[src/hdl/axi_bus_pkg.sv]
package axi_bus_pkg;

  // ------------------------------------------------------------------
  // write bus widths
  // ------------------------------------------------------------------
  localparam int addr_w = 20;
  localparam int data_w = 16;
  localparam int strb_w = data_w / 8;
  localparam int id_w = 4;

  // every beat uses the full data width, 2 bytes
  localparam logic [2:0] size_full = 3'd1;

  // ------------------------------------------------------------------
  // encodings
  // ------------------------------------------------------------------
  typedef enum logic [1:0] {
    FIXED = 2'b00,
    INCR  = 2'b01,
    WRAP  = 2'b10
  } burst_t;

  typedef enum logic [1:0] {
    OKAY   = 2'b00,
    EXOKAY = 2'b01,
    SLVERR = 2'b10,
    DECERR = 2'b11
  } resp_t;

endpackage
[src/hdl/perf_pkg.sv]
package perf_pkg;

  // ------------------------------------------------------------------
  // generator configuration
  // ------------------------------------------------------------------
  localparam int num_m = 2;
  localparam int mgr_w = 1;

  // burst length held as the AXI len code, beats minus one
  localparam int beats_w = 8;
  localparam int count_w = 16;

  localparam int beat_bytes = axi_bus_pkg::data_w / 8;

  // ------------------------------------------------------------------
  // state machines
  // ------------------------------------------------------------------
  typedef enum logic {
    RUN_IDLE,
    RUN_BUSY
  } run_state_t;

  typedef enum logic [1:0] {
    GEN_IDLE,
    GEN_ADDR,
    GEN_DATA,
    GEN_RESP
  } gen_state_t;

endpackage

[src/hdl/perf_wr_gen.sv]
`timescale 1ns/10ps

module perf_wr_gen (
  input  logic                             clk,
  input  logic                             rst_n,

  input  logic                             start,
  input  logic [axi_bus_pkg::addr_w-1:0]   base_addr,
  input  logic [axi_bus_pkg::addr_w-1:0]   stride,
  input  logic [perf_pkg::beats_w-1:0]     burst_len,
  input  logic [perf_pkg::count_w-1:0]     burst_num,
  output logic                             busy,

  output logic                             aw_valid,
  output logic [axi_bus_pkg::addr_w-1:0]   aw_addr,
  output logic [perf_pkg::beats_w-1:0]     aw_len,
  input  logic                             aw_ready,

  output logic                             w_valid,
  output logic [axi_bus_pkg::data_w-1:0]   w_data,
  output logic                             w_last,
  input  logic                             w_ready,

  input  logic                             b_valid,
  output logic                             b_ready
);

  perf_pkg::gen_state_t state;

  // captured on start
  logic [axi_bus_pkg::addr_w-1:0] cfg_stride;
  logic [perf_pkg::beats_w-1:0]   cfg_len;

  // position in the run
  logic [perf_pkg::count_w-1:0]   burst_left;
  logic [perf_pkg::beats_w-1:0]   beat_cnt;
  logic [axi_bus_pkg::addr_w-1:0] burst_addr;
  logic [axi_bus_pkg::addr_w-1:0] beat_addr;

  logic aw_hs;
  logic w_hs;
  logic b_hs;

  // ------------------------------------------------------------------
  // outputs straight from state
  // ------------------------------------------------------------------
  assign busy     = (state != perf_pkg::GEN_IDLE);
  assign aw_valid = (state == perf_pkg::GEN_ADDR);
  assign aw_addr  = burst_addr;
  assign aw_len   = cfg_len;

  assign w_valid  = (state == perf_pkg::GEN_DATA);
  assign w_data   = beat_addr[axi_bus_pkg::data_w-1:0];
  assign w_last   = (beat_cnt == cfg_len);

  assign b_ready  = (state == perf_pkg::GEN_RESP);

  assign aw_hs = aw_valid && aw_ready;
  assign w_hs  = w_valid && w_ready;
  assign b_hs  = b_valid && b_ready;

  // ------------------------------------------------------------------
  // burst walker
  // ------------------------------------------------------------------
  always_ff @(posedge clk) begin
    if (!rst_n) begin
      state      <= perf_pkg::GEN_IDLE;
      burst_left <= '0;
      beat_cnt   <= '0;
    end else begin
      case (state)
        perf_pkg::GEN_IDLE: begin
          // zero bursts means nothing to do
          if (start && (burst_num != '0)) begin
            state      <= perf_pkg::GEN_ADDR;
            burst_left <= burst_num;
          end
        end

        perf_pkg::GEN_ADDR: begin
          if (aw_hs) begin
            state    <= perf_pkg::GEN_DATA;
            beat_cnt <= '0;
          end
        end

        perf_pkg::GEN_DATA: begin
          if (w_hs) begin
            beat_cnt <= beat_cnt + 1'b1;
            if (w_last) begin
              state <= perf_pkg::GEN_RESP;
            end
          end
        end

        perf_pkg::GEN_RESP: begin
          if (b_hs) begin
            burst_left <= burst_left - 1'b1;
            if (burst_left == perf_pkg::count_w'(1)) begin
              state <= perf_pkg::GEN_IDLE;
            end else begin
              state <= perf_pkg::GEN_ADDR;
            end
          end
        end

        default: begin
          state <= perf_pkg::GEN_IDLE;
        end
      endcase
    end
  end

  // addresses and captured config
  always_ff @(posedge clk) begin
    if ((state == perf_pkg::GEN_IDLE) && start) begin
      burst_addr <= base_addr;
      cfg_stride <= stride;
      cfg_len    <= burst_len;
    end else if (b_hs) begin
      burst_addr <= burst_addr + cfg_stride;
    end

    if (aw_hs) begin
      beat_addr <= burst_addr;
    end else if (w_hs) begin
      beat_addr <= beat_addr + axi_bus_pkg::addr_w'(perf_pkg::beat_bytes);
    end
  end

endmodule

[config.mk]
export PLATFORM = sky130hd
export DESIGN_NAME = perf_wr_gen
export DESIGN_NICKNAME = d
export VERILOG_FILES = /design/src/hdl/axi_bus_pkg.sv /design/src/hdl/perf_pkg.sv /design/src/hdl/perf_wr_gen.sv
export SDC_FILE = /design/constraint.sdc
export NUM_CORES = 1
export LEC_CHECK = 0
export BUFFER_PORTS_ARGS = -buffer_cell sky130_fd_sc_hd__buf_2
export CORE_MARGIN = 2
export CORE_UTILIZATION = 40
export CTS_CLUSTER_DIAMETER = 30
export DETAILED_ROUTE_END_ITERATION = 7
export PLACE_DENSITY = 0.6
export SETUP_SLACK_MARGIN = 0.1
export SYNTH_ARGS = -nofsm -noshare
export SYNTH_HDL_FRONTEND = slang
export SYNTH_SLANG_ARGS = --single-unit
[constraint.sdc]
create_clock -name clk -period 2.66 [get_ports clk]
set_clock_uncertainty 0.2 [all_clocks]
set_input_delay 0.133 -clock clk [delete_from_list [all_inputs] [get_ports clk]]
set_output_delay 0.133 -clock clk [all_outputs]
set_load 0.02 [all_outputs]
### Yosys cells after proc, flatten, opt, wreduce, memory -nomap -nowiden

Cells that the tools add are included.

* multiplexer cells: 17
* reduce and logical (&&, ||, !) cells: 15
* add/sub/neg operators: 4
* eq/ne operators: 10

Operators by type and width (count)
* two-way mux 20 bit: 4
* two-way mux 16 bit: 2
* one-hot mux 16 bit (2 select lines): 1
* adder 20 x 2 -> 20 bit, second input constant: 1
* adder 20 bit: 1
* equality test 16 x 1 -> 1 bit, second input constant: 1
* two-way mux 8 bit: 2
* one-hot mux 8 bit (2 select lines): 1
* nonzero test 16 bit: 1
* subtractor 16 x 1 -> 16 bit, second input constant: 1
* two-way mux 2 bit: 5
* nonzero test 2 bit: 5
* adder 8 x 1 -> 8 bit, second input constant: 1
* equality test 8 bit: 1
* inequality test 2 x 1 -> 1 bit, second input constant: 4
* one-hot mux 2 bit (4 select lines): 1
* AND reduction 3 bit: 2
* logical AND 1 bit: 5
* AND reduction 5 bit: 1
* equality test 2 bit, second input constant: 2
* equality test 2 x 1 -> 1 bit, second input constant: 1
* zero test 2 bit: 1
* inequality test 2 bit, second input constant: 1
* two-way mux 1 bit: 1

* register bits: 94
* word-level logic and storage cells: 53

### Depth between registers and ports, before layout

* depth in word-level cells: 4
* depth in mapped cells: 9
* gate-level depth less buffers: 9

### Worst setup path before layout

No wires, ideal clock.

* path kind: register to register
* start point: reg state[0]
* end point: reg burst_addr, in the netlist aw_addr[12], data pin
* stages on the path, launching flop included: 9
* path slack: -73 ps
* data required time: 2203 ps
* library setup time: 257 ps
* data arrival time: 2276 ps
* cell sequence: dfxtp_1 inv_1 ha_1 nand2_1 clkinv_1 clkbuf_1 nor3b_1 a21oi_1 nand2_1

* word-level cells in the longest chain between the ends: 3

RTL lines
* start: declaration: RTL line perf_wr_gen.sv:28 `perf_pkg::gen_state_t state;`
* start signal: assignment: RTL line perf_wr_gen.sv:67 `state <= perf_pkg::GEN_IDLE;`
* start signal: assignment: RTL line perf_wr_gen.sv:75 `state <= perf_pkg::GEN_ADDR;`
* start signal: assignment: RTL line perf_wr_gen.sv:82 `state <= perf_pkg::GEN_DATA;`
* zero test 2 bit: RTL line perf_wr_gen.sv:116 `if ((state == perf_pkg::GEN_IDLE) && start) begin`
* logical AND 1 bit: RTL line perf_wr_gen.sv:116
* two-way mux 20 bit: RTL line perf_wr_gen.sv:116
* end signal: assignment: RTL line perf_wr_gen.sv:117 `burst_addr <= base_addr;`
* end signal: assignment: RTL line perf_wr_gen.sv:121 `burst_addr <= burst_addr + cfg_stride;`
* end: declaration: RTL line perf_wr_gen.sv:37 `logic [axi_bus_pkg::addr_w-1:0] burst_addr;`

No other way between the ends.
A chain may end at the register's enable or synchronous reset.

### Worst setup path after layout

* start point: reg burst_addr, in the netlist aw_addr[0]
* end point: reg burst_addr, in the netlist aw_addr[14], data pin

* word-level cells in the longest chain between the ends: 3

RTL lines
* adder 20 bit: RTL line perf_wr_gen.sv:121
* two-way mux 20 bit: RTL line perf_wr_gen.sv:120 `end else if (b_hs) begin`
* two-way mux 20 bit: RTL line perf_wr_gen.sv:116

No other way between the ends. The select of a mux whose other input is x is not followed.

==> results_dict.tcl <==
set metrics [dict create \
    grt_usage 0.200 \
    worst_setup_path_end_kind "flop" \
    path_class "reg -> reg" \
    multi_input_area_um2 2740 \
    critical-path-top-delay-family "compound AO/OA/AOI/OAI gates" \
    num_antenna_cells 0 \
    cts_tree "built" \
    gp_congestion 0.857 \
    final.period_utilization 0.918 \
    yosys-top-cells-count "edfxtp_1 (64), nand2_1 (54), nor2_1 (53)" \
    power_leakage_uw 0.00283 \
    grt_pass1_wl_um 22500 \
    cts_buffers 9 \
    drc 0 \
    worst_slew_pin_slew_ns 0.716 \
    synth_top_cell_by_area "edfxtp_1" \
    outcome "finished, final reports clean" \
    yosys_warnings 0 \
    min-delay-path-class "in -> reg" \
    hold_viol 0 \
    cts-root-buf "clkbuf_16" \
    num_vias 4733 \
    max_slew_margin 0.522 \
    vias_per_cell 5.26 \
    postSynthCellCount 552 \
    placed_area_um2 6090 \
    drv_slew 0 \
    ant_nets 0 \
    wl_per_cell_um 15.5 \
    crit_path_top_delay_cell "fa_1" \
    startpoint_type "flop" \
    synth.distinct_cells 55 \
    ys_seq_elements 90 \
    rsz0062_at_grt "no" \
    cts.reportedPaths.clkPinSlew_ns 0.06 \
    period_needed_ns 2.44 \
    hpwl_um 10200 \
    synth_nets 651 \
    htree_levels 3 \
    tns_ns 0 \
    worstPathRequired_ns 2.60 \
    layout.nets 823 \
    pin_count 119 \
    wl_um 14000 \
    clock-sinks 90 \
    port_buffers 118 \
    setup_violations 0 \
    post-route-cell-area_um2 6950 \
    grt_max_degree 40 \
    grt_pass1_vias 4532 \
    power-per-cell-area_nw_per_um2 1180 \
    dieWidth_um 119 \
    clk_path_buf_depth 2 \
    drt_iter0_markers 341 \
    yosysMostFrequentCell "edfxtp_1" \
    dieArea_um2 14100 \
    worst_path_largest_cell_delay_ns 0.39 \
    crit_chain "ha_1, inv_1, fa_1, nor2b_1, o2111ai_2, nand3_1, a21o_1, a211oi_1, o41ai_1" \
    seq_area_um2 2440 \
    grt.overflow.total 0 \
    core_area_um2 12800 \
    antenna_found_initial 0 \
    rows 41 \
    syn-cell-area_um2 5280 \
    crit_fanout 3 \
    synth_area_leaders "edfxtp_1 (36%), dfxtp_1 (9.9%), ha_1 (6.6%), a21oi_1 (4.6%), nand2_1 (3.8%)" \
    yosys.area.top_type_share 0.364 \
    r2r_slack_ns 0.22 \
    path_buf_inv 1 \
    peakVddDrop_v 0.000415 \
    areaGrowthSynthToFinish_pct 31.7 \
    first_pass_iters 5 \
    synth_edf_count 64 \
    cts_setup_buffers 0 \
    die_h_um 119 \
    clkLatencyLatePin_ns 0.34 \
    maxCapViolations 0 \
    drive_above_1_share 0.213 \
    initial_core_util 0.413 \
    synth_ff_type "edfxtp_1" \
    seq_area_frac_synth 0.463 \
    ys_async_sr_fraction 0 \
    max_clock_freq_ghz 0.410 \
    fill_cells 1164 \
    cp.arrival_ns 2.38 \
    syn_avg_cell_area_um2 9.56 \
]
==> final timing paths <==
kind | startpoint | end | cells after the start
hold reg to reg | burst_left[14]$_SDFFE_PN0P_ | burst_left[14]$_SDFFE_PN0P_ | 2
hold / removal | base_addr[15] | aw_addr[15]$_DFFE_PP_ | 3
setup reg to reg | aw_addr[0]$_DFFE_PP_ | aw_addr[14]$_DFFE_PP_ | 9
setup / recovery | aw_addr[0]$_DFFE_PP_ | aw_addr[14]$_DFFE_PP_ | 9
==> stage by stage <==
stage / power, uW / util / cells / hold WS [ns] / worst slack (ns)
2_1_floorplan: 5500 / - / 552 / 0.0319 / 0.237
3_3_place_gp: 6660 / 0.477 / 835 / 0.110 / 0.203
6_report: 8220 / 0.544 / 900 / 0.00599 / 0.218
4_1_cts: 8140 / 0.540 / 900 / 0.000276 / 0.136
3_5_place_dp: 6750 / 0.477 / 835 / 0.111 / 0.149
5_1_grt: 8850 / 0.544 / 900 / 0.0139 / 0.0844
==> state kept, by name (all words and copies together) (netlist names) <==
signal and count:
burst_left 16, cfg_stride 20, beat_cnt 8, state 2, aw_len 8, aw_addr 20
beat_addr 16
==> metal layers <==
layer	vias up	part of all wire	global-route usage
li1	2360	-	-
met1	2210	0.47	0.273
met2	139	0.45	0.314
met3	24	0.058	0.0383
met4	0	0.023	0.0789
met5	-	0	0
==> area by class of cell <==
cell class	count	share of cell area
multi-input cells	421	0.394
flip-flops and latches	90	0.351
repair buffers	178	0.168
clock buffers	11	0.0335
well taps	172	0.0310
inverters	24	0.0130
clock inverters	4	0.00972
==> cells by family after synthesis <==
kind of cell | synth area share
AOI/OAI and AO/OA | 0.168
adders and majority gates | 0.0702
and+or+nand+nor | 0.191
muxes | 0.0157
DFF | 0.463
xor gates and xnor gates | 0.0631
buffers and inverters | 0.0292
==> worst reg2reg max path, cell delays in order, from the launching register on <==
cell and delay, ns:
edfxtp_1 0.36, ha_1 0.18, inv_1 0.06, fa_1 0.39
nor2b_1 0.19, o2111ai_2 0.18, nand3_1 0.18, a21o_1 0.17
a211oi_1 0.08, o41ai_1 0.26
==> where the power goes <==
group,internal (uW),switching (uW)
Sequential,2180,382
Clock,812,506
Combinational,1680,2650
Total,4680,3540
==> layout by cell type, fill, tap and decap left out, types with 5 or more instances in the layout <==
cell | netlist | layout
a21boi_0 | 8 | 8
a21o_1 | 7 | 7
a21oi_1 | 49 | 48
and2_1 | 8 | 8
and3_1 | 8 | 8
and4_1 | 8 | 8
buf_2 | 0 | 118
buf_4 | 0 | 10
clkbuf_16 | 0 | 9
dfxtp_1 | 26 | 26
dlygate4sd3_1 | 0 | 50
edfxtp_1 | 64 | 64
ha_1 | 28 | 23
inv_1 | 23 | 23
mux2i_1 | 6 | 6
nand2_1 | 54 | 54
nand2b_1 | 9 | 9
nand3_1 | 17 | 17
nand4_1 | 9 | 9
nor2_1 | 53 | 53
nor2b_1 | 10 | 10
nor3_1 | 10 | 10
nor4_1 | 7 | 7
o21ai_0 | 37 | 33
o21ai_1 | 1 | 5
xnor2_1 | 23 | 23
xor2_1 | 15 | 15
==> repair_timing <==
action,4_1_cts,5_1_grt
gates resized for setup,0,15
hold endpoints to repair,50,0
setup endpoints to repair,0,19
hold buffers,50,0
Power figures use the tool's default switching activity.
